## src/design/cpu6502_arch_pkg.sv

```systemverilog
package cpu6502_arch_pkg;

    localparam int data_width = 8;   // Data bus and register width
    localparam int addr_width = 16;  // Address bus width

    typedef logic [data_width-1:0] data_t;
    typedef logic [addr_width-1:0] addr_t;

    // Start address is read from here, low byte first
    localparam addr_t reset_vector = 16'hfffc;

    // Status byte layout, bit 5 reads as one
    localparam int status_n = 7;
    localparam int status_v = 6;
    localparam int status_z = 1;
    localparam int status_c = 0;

endpackage

```

## src/design/cpu6502_isa_pkg.sv

```systemverilog
package cpu6502_isa_pkg;

    // Opcode fields, aaa_bbb_cc
    typedef struct packed {
        logic [2:0] group;     // Operation within a class
        logic [2:0] mode;      // Addressing mode
        logic [1:0] op_class;  // Instruction class
    } opcode_fields_t;

    // Whole opcodes compare on raw, addressing and ALU op come from fields
    typedef union packed {
        cpu6502_arch_pkg::data_t raw;
        opcode_fields_t          fields;
    } opcode_t;

    // One-hot cycle state
    typedef struct packed {
        logic byte1;     // Opcode fetch
        logic byte2;     // Operand or dummy read
        logic byte3;     // High byte of JMP target
        logic zeropage;  // Zero-page read or write
    } cycle_t;

    localparam logic [2:0] mode_zeropage  = 3'b001;
    localparam logic [2:0] mode_immediate = 3'b010;
    localparam logic [2:0] mode_absolute  = 3'b011;

    localparam logic [1:0] class_alu = 2'b01;
    localparam logic [1:0] class_x   = 2'b10;

    localparam logic [2:0] group_store = 3'b100;  // STA STX STY
    localparam logic [2:0] group_load  = 3'b101;  // LDA LDX LDY
    localparam logic [2:0] group_cmp   = 3'b110;

    // Also forced into the opcode register at reset
    localparam cpu6502_arch_pkg::data_t opcode_jmp_abs = 8'h4c;

    // Immediate loads outside the regular mode column
    localparam cpu6502_arch_pkg::data_t opcode_ldx_imm = 8'ha2;
    localparam cpu6502_arch_pkg::data_t opcode_ldy_imm = 8'ha0;

    // Implied opcodes
    localparam cpu6502_arch_pkg::data_t opcode_tax = 8'haa;
    localparam cpu6502_arch_pkg::data_t opcode_tay = 8'ha8;
    localparam cpu6502_arch_pkg::data_t opcode_txa = 8'h8a;
    localparam cpu6502_arch_pkg::data_t opcode_tya = 8'h98;
    localparam cpu6502_arch_pkg::data_t opcode_inx = 8'he8;
    localparam cpu6502_arch_pkg::data_t opcode_iny = 8'hc8;
    localparam cpu6502_arch_pkg::data_t opcode_dex = 8'hca;
    localparam cpu6502_arch_pkg::data_t opcode_dey = 8'h88;
    localparam cpu6502_arch_pkg::data_t opcode_clc = 8'h18;
    localparam cpu6502_arch_pkg::data_t opcode_sec = 8'h38;
    localparam cpu6502_arch_pkg::data_t opcode_clv = 8'hb8;

endpackage

```

## src/design/cpu6502_alu.sv

```systemverilog
`timescale 1ns/1ps

module cpu6502_alu
    ( input  cpu6502_arch_pkg::data_t a,
      input  cpu6502_arch_pkg::data_t b,
      input  logic                    c_in,
      input  logic [2:0]              op,      // ORA AND EOR ADC - - CMP SBC
      output cpu6502_arch_pkg::data_t result,
      output logic                    c_out,
      output logic                    v_out
      );

    wire logic sub   = op[2];           // CMP and SBC
    wire logic carry = c_in | ~op[0];   // CMP ignores C

    wire cpu6502_arch_pkg::data_t addend = sub ? ~b : b;
    wire logic [cpu6502_arch_pkg::data_width:0] sum =
        a + addend + cpu6502_arch_pkg::data_t'(carry);

    always_comb
    begin
        case (op)
            3'd0:    result = a | b;
            3'd1:    result = a & b;
            3'd2:    result = a ^ b;
            default: result = sum[cpu6502_arch_pkg::data_width-1:0];
        endcase
    end

    // Signed overflow from operand and result signs
    assign v_out = (a[7] ^ result[7]) & (addend[7] ^ result[7]);
    assign c_out = sum[cpu6502_arch_pkg::data_width];

endmodule

```

## src/design/cpu6502_regs.sv

```systemverilog
`timescale 1ns/1ps

module cpu6502_regs
    ( input  logic                     clock,
      input  logic                     enable,
      input  cpu6502_arch_pkg::data_t  data_in,     // Registered memory byte
      input  cpu6502_isa_pkg::opcode_t opcode,
      input  cpu6502_arch_pkg::data_t  alu_result,
      input  logic                     alu_c,
      input  logic                     alu_v,
      input  logic db_data, db_alu, db_a, db_count,
      input  logic count_x, count_y, count_inc, count_dec,
      input  logic load_a, load_x, load_y,
      input  logic flag_nz, flag_c_alu, flag_v_alu, flag_c_ir, flag_v_ir,
      output cpu6502_arch_pkg::data_t  a,
      output cpu6502_arch_pkg::data_t  x,
      output cpu6502_arch_pkg::data_t  y,
      output cpu6502_arch_pkg::data_t  status,
      output logic                     flag_c
      );

    logic flag_n, flag_v, flag_z;

    // Counter unit, pass-through when neither inc nor dec
    wire cpu6502_arch_pkg::data_t count_in =
        ({cpu6502_arch_pkg::data_width{count_x}} & x) |
        ({cpu6502_arch_pkg::data_width{count_y}} & y);
    wire cpu6502_arch_pkg::data_t count_out =
        count_in + {cpu6502_arch_pkg::data_width{count_dec}} +
        cpu6502_arch_pkg::data_t'(count_inc);

    // Internal data bus, one source at a time
    wire cpu6502_arch_pkg::data_t db =
        ({cpu6502_arch_pkg::data_width{db_data}}  & data_in)    |
        ({cpu6502_arch_pkg::data_width{db_alu}}   & alu_result) |
        ({cpu6502_arch_pkg::data_width{db_a}}     & a)          |
        ({cpu6502_arch_pkg::data_width{db_count}} & count_out);

    always_ff @(posedge clock)
    begin
        if (enable)
        begin
            if (load_a)
                a <= db;
            if (load_x)
                x <= db;
            if (load_y)
                y <= db;

            if (flag_nz)
            begin
                flag_n <= db[cpu6502_arch_pkg::data_width-1];
                flag_z <= db == '0;
            end

            // CLC and SEC differ only in bit 5
            if (flag_c_ir)
                flag_c <= opcode.raw[5];
            else if (flag_c_alu)
                flag_c <= alu_c;

            if (flag_v_ir)
                flag_v <= 1'b0;    // CLV
            else if (flag_v_alu)
                flag_v <= alu_v;
        end
    end

    always_comb
    begin
        status = '0;
        status[cpu6502_arch_pkg::status_n] = flag_n;
        status[cpu6502_arch_pkg::status_v] = flag_v;
        status[5]                          = 1'b1;  // Unused bit reads as one
        status[cpu6502_arch_pkg::status_z] = flag_z;
        status[cpu6502_arch_pkg::status_c] = flag_c;
    end

endmodule

```

## src/design/cpu6502_bus.sv

```systemverilog
`timescale 1ns/1ps

module cpu6502_bus
    ( input  logic                     clock,
      input  logic                     reset,
      input  logic                     enable,
      input  cpu6502_arch_pkg::data_t  mem_data,
      input  cpu6502_arch_pkg::data_t  a,
      input  cpu6502_arch_pkg::data_t  x,
      input  cpu6502_arch_pkg::data_t  y,
      input  cpu6502_isa_pkg::opcode_t opcode,
      input  logic pc_inc, pc_vector,
      input  logic addr_pc, addr_zero, addr_hold,
      input  logic write_enable,
      input  logic [1:0] store_sel,
      output cpu6502_arch_pkg::addr_t  address,
      output cpu6502_arch_pkg::data_t  data_out,
      output cpu6502_arch_pkg::data_t  data_in,   // Byte from the previous cycle
      output cpu6502_arch_pkg::addr_t  pc
      );

    localparam int page_bits = cpu6502_arch_pkg::addr_width - cpu6502_arch_pkg::data_width;

    cpu6502_arch_pkg::addr_t last_addr;

    // STX is class x, STY the class below
    wire cpu6502_arch_pkg::data_t store_index =
        (opcode.fields.op_class == cpu6502_isa_pkg::class_x) ? x : y;

    assign address =
        ({cpu6502_arch_pkg::addr_width{addr_pc}}   & pc)                      |
        ({cpu6502_arch_pkg::addr_width{addr_zero}} & {{page_bits{1'b0}}, data_in}) |
        ({cpu6502_arch_pkg::addr_width{addr_hold}} & last_addr);

    assign data_out =
        ({cpu6502_arch_pkg::data_width{store_sel[0]}} & a) |
        ({cpu6502_arch_pkg::data_width{store_sel[1]}} & store_index);

    always_ff @(posedge clock)
    begin
        if (reset)
            pc <= cpu6502_arch_pkg::reset_vector;
        else if (enable)
        begin
            if (pc_vector)
                pc <= {mem_data, data_in};   // High byte live, low byte registered
            else
                pc <= pc + cpu6502_arch_pkg::addr_t'(pc_inc);
        end
    end

    always_ff @(posedge clock)
    begin
        if (enable)
        begin
            last_addr <= address;
            // After a write the bus byte is the one written
            data_in <= write_enable ? data_out : mem_data;
        end
    end

endmodule

```

## src/design/cpu6502_control.sv

```systemverilog
`timescale 1ns/1ps

module cpu6502_control
    ( input  logic                     clock,
      input  logic                     reset,
      input  logic                     enable,
      input  cpu6502_arch_pkg::data_t  mem_data,   // Opcode byte during fetch
      output cpu6502_isa_pkg::opcode_t opcode,
      output logic                     sync,
      output logic [2:0]               alu_op,
      output logic pc_inc, pc_vector,
      output logic addr_pc, addr_zero, addr_hold,
      output logic write_enable,
      output logic db_data, db_alu, db_a, db_count,
      output logic count_x, count_y, count_inc, count_dec,
      output logic load_a, load_x, load_y,
      output logic flag_nz, flag_c_alu, flag_v_alu, flag_c_ir, flag_v_ir,
      output logic [1:0] store_sel                 // Bit 0 stores A, bit 1 an index reg
      );

    cpu6502_isa_pkg::cycle_t state, next_state;

    // Field view
    wire logic [2:0] group    = opcode.fields.group;
    wire logic       class_a  = opcode.fields.op_class == cpu6502_isa_pkg::class_alu;
    wire logic       class_x  = opcode.fields.op_class == cpu6502_isa_pkg::class_x;
    wire logic       op_zp    = opcode.fields.mode == cpu6502_isa_pkg::mode_zeropage;
    wire logic       op_abs   = opcode.fields.mode == cpu6502_isa_pkg::mode_absolute; // JMP
    wire logic       op_imm   =
        (class_a & (opcode.fields.mode == cpu6502_isa_pkg::mode_immediate)) |
        (opcode.raw == cpu6502_isa_pkg::opcode_ldx_imm) |
        (opcode.raw == cpu6502_isa_pkg::opcode_ldy_imm);
    wire logic op_one_byte = ~op_imm & ~op_zp & ~op_abs;  // Implied and transfers

    wire logic op_store   = op_zp & (group == cpu6502_isa_pkg::group_store);
    wire logic op_load    = ~op_one_byte & (group == cpu6502_isa_pkg::group_load);
    wire logic op_arith   = class_a & ~op_one_byte & ~op_store & ~op_load;
    wire logic op_cmp     = op_arith & (group == cpu6502_isa_pkg::group_cmp);
    wire logic op_adc_sbc = op_arith & (group[1:0] == 2'b11);
    wire logic op_lda     = op_load & class_a;
    wire logic op_ldx     = op_load & class_x;
    wire logic op_ldy     = op_load & ~class_a & ~class_x;

    // Raw view
    wire logic op_tax = opcode.raw == cpu6502_isa_pkg::opcode_tax;
    wire logic op_tay = opcode.raw == cpu6502_isa_pkg::opcode_tay;
    wire logic op_txa = opcode.raw == cpu6502_isa_pkg::opcode_txa;
    wire logic op_tya = opcode.raw == cpu6502_isa_pkg::opcode_tya;
    wire logic op_inx = opcode.raw == cpu6502_isa_pkg::opcode_inx;
    wire logic op_iny = opcode.raw == cpu6502_isa_pkg::opcode_iny;
    wire logic op_dex = opcode.raw == cpu6502_isa_pkg::opcode_dex;
    wire logic op_dey = opcode.raw == cpu6502_isa_pkg::opcode_dey;
    wire logic op_clc_sec = (opcode.raw == cpu6502_isa_pkg::opcode_clc) |
                            (opcode.raw == cpu6502_isa_pkg::opcode_sec);
    wire logic op_clv = opcode.raw == cpu6502_isa_pkg::opcode_clv;

    wire logic update_a = op_lda | (op_arith & ~op_cmp) | op_txa | op_tya;
    wire logic update_x = op_ldx | op_tax | op_inx | op_dex;
    wire logic update_y = op_ldy | op_tay | op_iny | op_dey;
    wire logic wb       = state.byte1;  // Write-back slot of the previous instruction

    // Register and flag updates, overlapped with the next fetch
    assign db_data    = wb & op_load;
    assign db_alu     = wb & op_arith;
    assign db_a       = wb & (op_tax | op_tay);
    assign db_count   = wb & (op_txa | op_tya | op_inx | op_iny | op_dex | op_dey);
    assign count_x    = wb & (op_txa | op_inx | op_dex);
    assign count_y    = wb & (op_tya | op_iny | op_dey);
    assign count_inc  = wb & (op_inx | op_iny);
    assign count_dec  = wb & (op_dex | op_dey);
    assign load_a     = wb & update_a;
    assign load_x     = wb & update_x;
    assign load_y     = wb & update_y;
    assign flag_nz    = wb & (update_a | update_x | update_y | op_cmp);
    assign flag_c_alu = wb & (op_adc_sbc | op_cmp);
    assign flag_v_alu = wb & op_adc_sbc;
    assign flag_c_ir  = wb & op_clc_sec;
    assign flag_v_ir  = wb & op_clv;

    assign alu_op = group;
    assign sync   = state.byte1;

    always_comb
    begin
        next_state   = '0;
        pc_inc       = 1'b0;
        pc_vector    = 1'b0;
        addr_pc      = 1'b0;
        addr_zero    = 1'b0;
        addr_hold    = 1'b0;
        write_enable = 1'b0;
        store_sel    = 2'b00;

        if (state.byte1)
        begin
            addr_pc          = 1'b1;  // Fetch opcode
            pc_inc           = 1'b1;
            next_state.byte2 = 1'b1;
        end

        if (state.byte2)
        begin
            addr_pc             = ~op_one_byte;
            addr_hold           = op_one_byte;   // Dummy read at the opcode address
            pc_inc              = ~op_one_byte;
            next_state.byte1    = op_imm | op_one_byte;
            next_state.zeropage = op_zp;
            next_state.byte3    = op_abs;
        end

        if (state.byte3)
        begin
            // High byte on the bus, low byte already registered
            addr_pc          = 1'b1;
            pc_vector        = 1'b1;
            next_state.byte1 = 1'b1;
        end

        if (state.zeropage)
        begin
            addr_zero        = 1'b1;
            write_enable     = op_store;
            store_sel        = {op_store & ~class_a, op_store & class_a};
            next_state.byte1 = 1'b1;
        end
    end

    always_ff @(posedge clock)
    begin
        if (reset)
        begin
            state      <= '{byte2: 1'b1, default: 1'b0};  // Enter JMP at the vector
            opcode.raw <= cpu6502_isa_pkg::opcode_jmp_abs;
        end
        else if (enable)
        begin
            state <= next_state;
            if (state.byte1)
                opcode.raw <= mem_data;
        end
    end

endmodule

```

## src/design/cpu6502.sv

```systemverilog
`timescale 1ns/1ps

module cpu6502
    ( input  logic                    clock,
      input  logic                    reset,
      input  logic                    enable,        // Low level stalls the core
      input  cpu6502_arch_pkg::data_t data_in,       // Read data for current address
      output cpu6502_arch_pkg::addr_t address,
      output cpu6502_arch_pkg::data_t data_out,
      output logic                    write_enable,
      output logic                    sync,          // Opcode fetch cycle
      output cpu6502_arch_pkg::data_t debug_opcode,
      output cpu6502_arch_pkg::data_t debug_a,
      output cpu6502_arch_pkg::data_t debug_x,
      output cpu6502_arch_pkg::data_t debug_y,
      output cpu6502_arch_pkg::data_t debug_status,
      output cpu6502_arch_pkg::addr_t debug_pc
      );

    cpu6502_isa_pkg::opcode_t opcode;
    cpu6502_arch_pkg::data_t  bus_data;  // Registered byte from the bus unit
    cpu6502_arch_pkg::data_t  reg_a, reg_x, reg_y;
    cpu6502_arch_pkg::data_t  alu_result;
    logic [2:0] alu_op;
    logic [1:0] store_sel;
    logic alu_c, alu_v, flag_c;
    logic pc_inc, pc_vector, addr_pc, addr_zero, addr_hold;
    logic db_data, db_alu, db_a, db_count;
    logic count_x, count_y, count_inc, count_dec;
    logic load_a, load_x, load_y;
    logic flag_nz, flag_c_alu, flag_v_alu, flag_c_ir, flag_v_ir;

    cpu6502_control u_control
        ( .clock, .reset, .enable,
          .mem_data(data_in),
          .opcode, .sync, .alu_op,
          .pc_inc, .pc_vector, .addr_pc, .addr_zero, .addr_hold, .write_enable,
          .db_data, .db_alu, .db_a, .db_count,
          .count_x, .count_y, .count_inc, .count_dec,
          .load_a, .load_x, .load_y,
          .flag_nz, .flag_c_alu, .flag_v_alu, .flag_c_ir, .flag_v_ir,
          .store_sel );

    cpu6502_regs u_regs
        ( .clock, .enable,
          .data_in(bus_data), .opcode, .alu_result, .alu_c, .alu_v,
          .db_data, .db_alu, .db_a, .db_count,
          .count_x, .count_y, .count_inc, .count_dec,
          .load_a, .load_x, .load_y,
          .flag_nz, .flag_c_alu, .flag_v_alu, .flag_c_ir, .flag_v_ir,
          .a(reg_a), .x(reg_x), .y(reg_y), .status(debug_status), .flag_c );

    // A against the registered memory byte
    cpu6502_alu u_alu
        ( .a(reg_a), .b(bus_data), .c_in(flag_c), .op(alu_op),
          .result(alu_result), .c_out(alu_c), .v_out(alu_v) );

    cpu6502_bus u_bus
        ( .clock, .reset, .enable,
          .mem_data(data_in), .a(reg_a), .x(reg_x), .y(reg_y), .opcode,
          .pc_inc, .pc_vector, .addr_pc, .addr_zero, .addr_hold, .write_enable,
          .store_sel, .address, .data_out, .data_in(bus_data), .pc(debug_pc) );

    assign debug_opcode = opcode.raw;
    assign debug_a      = reg_a;
    assign debug_x      = reg_x;
    assign debug_y      = reg_y;

endmodule

```

## config.mk

```make
export PLATFORM = sky130hd
export DESIGN_NAME = cpu6502
export DESIGN_NICKNAME = d
export VERILOG_FILES = /design/src/design/cpu6502_arch_pkg.sv /design/src/design/cpu6502_isa_pkg.sv /design/src/design/cpu6502_alu.sv /design/src/design/cpu6502_regs.sv /design/src/design/cpu6502_bus.sv /design/src/design/cpu6502_control.sv /design/src/design/cpu6502.sv
export SDC_FILE = /design/constraint.sdc
export NUM_CORES = 1
export LEC_CHECK = 0
export ABC_AREA = 1
export BUFFER_PORTS_ARGS = -buffer_cell sky130_fd_sc_hd__buf_2
export CORE_MARGIN = 2
export CORE_UTILIZATION = 30
export CTS_CLUSTER_DIAMETER = 30
export DETAILED_ROUTE_END_ITERATION = 6
export GPL_TIMING_DRIVEN = 0
export PLACE_DENSITY = 0.46
export SETUP_SLACK_MARGIN = 0.2
export SLEW_MARGIN = 15
export SYNTH_ARGS = -nofsm -noshare
export SYNTH_HDL_FRONTEND = slang
export SYNTH_SLANG_ARGS = --single-unit
```

## constraint.sdc

```tcl
create_clock -name clock -period 2.7 [get_ports clock]
set_input_delay 0.405 -clock clock [delete_from_list [all_inputs] [get_ports clock]]
set_output_delay 0.405 -clock clock [all_outputs]
set_load 0.05 [all_outputs]
```

==> summary.md <==
| Metric | Value |
|---|---|
| Worst Setup Slack post-DPL | -0.4735 ns |
| Number of setup violations in the final report | 18 |
| Vertical die dimension | 140.7 µm |
| Compound-cell area share of the yosys netlist | 16.51% |
| Outcome | finished, violations left |
| Routed via count divided by cell count | ~5.0 |
| Area contributors post-synth | edfxtp_1, dfxtp_1, nand2_1 |
| Relative max-transition margin | 48.36% |
| Peak ir drop on the vdd network | 0.0003166 V |
| Count of vias placed by the detailed router | between 5000 and 6000 |
| TritonCTS buffer count | 9 |
| CP arrival | 3.15 ns |
| Area leader, netlist | edfxtp_1 |
| Remaining Overflow, GRT | 0 |
| CORE AREA | 0.01852 mm² |
| Routability-driven placement congestion ratio | 0.8869 |
| Die X | around 140 µm |
| Yosys warnings | 0 |
| Number of nets at the end of the flow | 939 |
| Wire length per cell | 18.19 µm |
| Count of unresolved DRC violations after routing | 0 |
| Worst Hold Launch | data_in[2] |
| Vias in the first global route | 5446 |
| Timing endpoint of the critical path | u_regs.flag_z |
| Quantity of I/O buffers inserted on ports | 88 |
| CP peak stage delay | ~0.39 ns |
| Cell area after layout | between 0.008 and 0.009 mm² |
| Initial standard-cell utilization of the core | about 30% |
| Standard cell with the maximum stage delay on the critical path | fa_2 |
| Largest net degree at the start of global routing | 30 |
| Placed Area | 0.006486 mm² |
| Cell chain of the critical path | inv_4 > nand2_4 > nor2_4 > buf_4 > nand2_4 > a21oi_4 > buf_12 > buf_6 > inv_4 > fa_2 > inv_2 > nand3_2 > nand2_1 > xnor2_1 > inv_1 > nand2_1 > nand2_1 > nor2_2 > nand2_1 > nor2_2 > nand3_2 > nor2_2 |
| Crit Reg-Reg Startpoint | u_control.opcode[5] |
| Number of max-cap violations | 0 |
| Fraction of post-synthesis cell area in the top cell type by area | roughly 28% |
| Clock sink count | 80 |
| Synthesized area per cell | 7.865 µm² |
| Most instantiated flip-flop cell in the synthesis netlist | edfxtp_1 |
| Sequential-to-total area share from yosys stat | 37.84% |
| Most frequently used cell type in the post-synthesis netlist | nand2_1 |
| Crit-path most repeated cell | nand2_1 |
| P&R area growth vs syn | 44.40% |
| Buffering stage count on the worst path with inverters included | 7 |
| Share of final-layout standard cells stronger than drive strength 1 | 38.75% |
| Static Leak | 3.886 nW |
| Final min period | between 2 and 3 ns |
| Xor and xnor fraction of the mapped netlist area | under 10% |
| H-tree level count | 3 |
| Post-synthesis cell count | 713 |
| Number of placement rows | 50 |
| First DRT Iteration DRCs | 384 |
| Maximum net fanout on the critical path | 5 |
| Worst reg-to-reg path cell count | 22 |
| Dominant combinational cell family by area after synthesis | simple AND/OR/NAND/NOR gates |
| Cell count along the critical path | 22 |
| First element of the critical path | u_control.opcode[5] |
| Register bit count reported by yosys | 80 |
| Antenna-violating nets left | 0 |
| Measured slew at the worst slew-check pin | a little under 0.8 ns |
| Setup slack on the worst flop-to-flop path | -0.23 ns |
| Fmax | 0.3407 GHz |
| Detailed Place HPWL | 14850 µm |
| Critical path class | reg -> reg |
| Clock tree from TritonCTS | yes |
| Clock Latency Late Sink | 0.35 ns |
| Power Density | 465.5 mW/mm² |
| Number of failing hold endpoints at the final stage | 0 |
| Initial DRT Pass Iterations | 5 |
| Violated checks | setup timing |
| Number of antenna violations at the first check in global routing | 0 |
| Endpoint of the most critical register-to-register path | u_regs.flag_z |
| Number of distinct standard cells referenced by the synthesized netlist | 47 |
| Placed cells | 1037 |
| Type of element capturing the critical path | flop |
| Top cells by instance count after synthesis | nand2_1, inv_1, edfxtp_1, nor2_1, a21oi_1 |
| Number of flops mapped to enable cells by yosys | 52 |
| Final Cycle Share | 108.7% |
| Total chip power | roughly 3.8 mW |
| Final Routed Wirelength | 20590 µm |
| Clock input transition at the sequential cells of the worst setup and hold paths | 0.06 ns |
| Cell area after technology mapping | 0.005608 mm² |
| Number of slew-limit violations in the final report | 0 |
| Final setup margin | -0.2349 ns |
| Non-filler instance count after layout | 1132 |
| Worst EP required | about 2.9 ns |
| Number of ports placed on the die boundary | 93 |
| Mux cell area share after synthesis | 0% |
| Die ar. | 0.01980 mm² |
| Worst clock skew | approximately 0.0066 ns |
| Simple-gate portion of the synthesized area | 24.34% |
| All-Layer GR Usage | 20.09% |
| Antenna diode instance count | 0 |
| Maximum clock insertion buffer count | 2 |
| Adder and majority gate portion of the synthesized area | 8.344% |
| Setup repair after global routing missed its margin | true |
| FFs w/ async S/R, synth | 0% |
| Worst min path class | in -> reg |
| Root cell of the clock tree | clkbuf_16 |
| Global-route wire length before repair | 30680 µm |
| Launching element type of the critical path | flop |
| CP top delay family | simple AND/OR/NAND/NOR gates |
[layout by cell type (no fill, tap or decap), types with 4 or more instances in the layout]
cell type / Yosys / final
o21ai_4: 0 / 4
a22o_1: 8 / 8
a22oi_1: 8 / 7
buf_4: 9 / 72
xor2_1: 12 / 12
nand4_1: 13 / 13
nand3_1: 44 / 30
inv_2: 14 / 15
dfxtp_1: 28 / 19
o22ai_1: 4 / 4
nor2_1: 46 / 28
ha_4: 0 / 4
fa_2: 0 / 4
a21o_1: 4 / 4
edfxtp_1: 52 / 52
ha_1: 31 / 25
o21bai_1: 7 / 7
clkbuf_16: 0 / 10
nand3_2: 6 / 19
a21oi_1: 45 / 41
o211ai_1: 19 / 19
o21ai_2: 0 / 11
nor2_4: 3 / 16
dfxtp_4: 0 / 8
xnor2_1: 7 / 7
o21ai_0: 42 / 25
buf_6: 3 / 42
buf_2: 2 / 65
nand2_1: 144 / 126
nand2_4: 4 / 13
clkbuf_1: 11 / 10
o21ai_1: 8 / 10
conb_1: 2 / 4
inv_1: 90 / 79
nand2_2: 10 / 17
nor3_1: 7 / 6
inv_4: 1 / 7
nand3b_1: 4 / 4
nor2_2: 5 / 10
[metal layers]
| layer | part of all wire (%) | track usage, % |
|---|---|---|
| met1 | 47 | 28.64 |
| met2 | 46 | 31.32 |
| met3 | 4.5 | 2.751 |
| met4 | 2.2 | 6.947 |
| met5 | 0 | 0 |
[metrics by stage]
| stage | TNS [ns] | utilization [%] | hold slack [ns] |
|---|---|---|---|
| 2_1_floorplan | -1.257 | - | 0.4958 |
| 3_3_place_gp | -3.151 | 35.03 | 0.5145 |
| 3_5_place_dp | -4.835 | 35.03 | 0.5167 |
| 4_1_cts | -0.6166 | 40.76 | 0.3648 |
| 5_1_grt | -4.820 | 43.73 | 0.3827 |
| 6_report | -1.273 | 43.73 | 0.3797 |
[flip-flops by register name, indices dropped and copies added (netlist names)]
register / cells
u_bus.last_addr: 16
u_bus.pc: 16
u_bus.data_in: 8
u_control.opcode: 8
u_regs.a: 8
u_regs.x: 8
u_regs.y: 8
u_control.state: 3
u_control.sync: 1
u_regs.flag_c: 1
u_regs.flag_n: 1
u_regs.flag_v: 1
u_regs.flag_z: 1
[report_power, final]
part | total (mW) | switching [mW] | internal [mW]
combinational | 1.04 | 0.694 | 0.341
clock | 1.28 | 0.552 | 0.723
sequential | 1.46 | 0.0812 | 1.38
total | 3.77 | 1.33 | 2.44
[worst register-to-register path, cell delays in order, from the launching register on]
cell and delay, ns:
dfxtp_4 0.38, inv_4 0.08, nand2_4 0.08, nor2_4 0.14, buf_4 0.13, nand2_4 0.06, a21oi_4 0.24, buf_12 0.15
buf_6 0.10, inv_4 0.03, fa_2 0.39, inv_2 0.08, nand3_2 0.05, nand2_1 0.08, xnor2_1 0.12, inv_1 0.06
nand2_1 0.06, nand2_1 0.07, nor2_2 0.11, nand2_1 0.07, nor2_2 0.11, nand3_2 0.12, nor2_2 0.10
[area by class of cell]
cell class / instances / area (µm²)
Clock inverter: 6 / 67.56
Timing Repair Buffer: 168 / 1281
Fill cell: 1861 / 10420
Multi-Input combinational cell: 504 / 3465
Inverter: 105 / 439.2
Buffer: 25 / 170.2
Sequential cell: 80 / 2153
Tap cell: 234 / 292.8
Clock buffer: 10 / 229.0
[cell families after synthesis]
| group | Yosys count |
|---|---|
| simple gates | 292 |
| flops | 80 |
| xor+xnor | 19 |
| buf+inv | 131 |
| compound gates | 154 |
| other cells | 2 |
| fa+ha+maj | 35 |
[how the worst min path moves through the flow]
stage                                      to  cells after the start  slack, ns
after floorplan            u_control.state[2]                      2       0.50
after global placement    u_control.opcode[3]                      2       0.51
after detailed placement  u_control.opcode[3]                      2       0.52
after CTS                 u_control.opcode[2]                      3       0.36
after global routing      u_control.opcode[2]                      3       0.38
final                     u_control.opcode[2]                      3       0.38
[what timing repair did]
item	CTS	global route
hold endpoints to repair	0	0
endpoints found under the setup margin	55	81
hold buffers	0	0
buffers inserted	54	25
pin swaps	43	28
resized for setup	108	102
cloned	0	1
No activity file was read; power rests on OpenSTA's default activity.
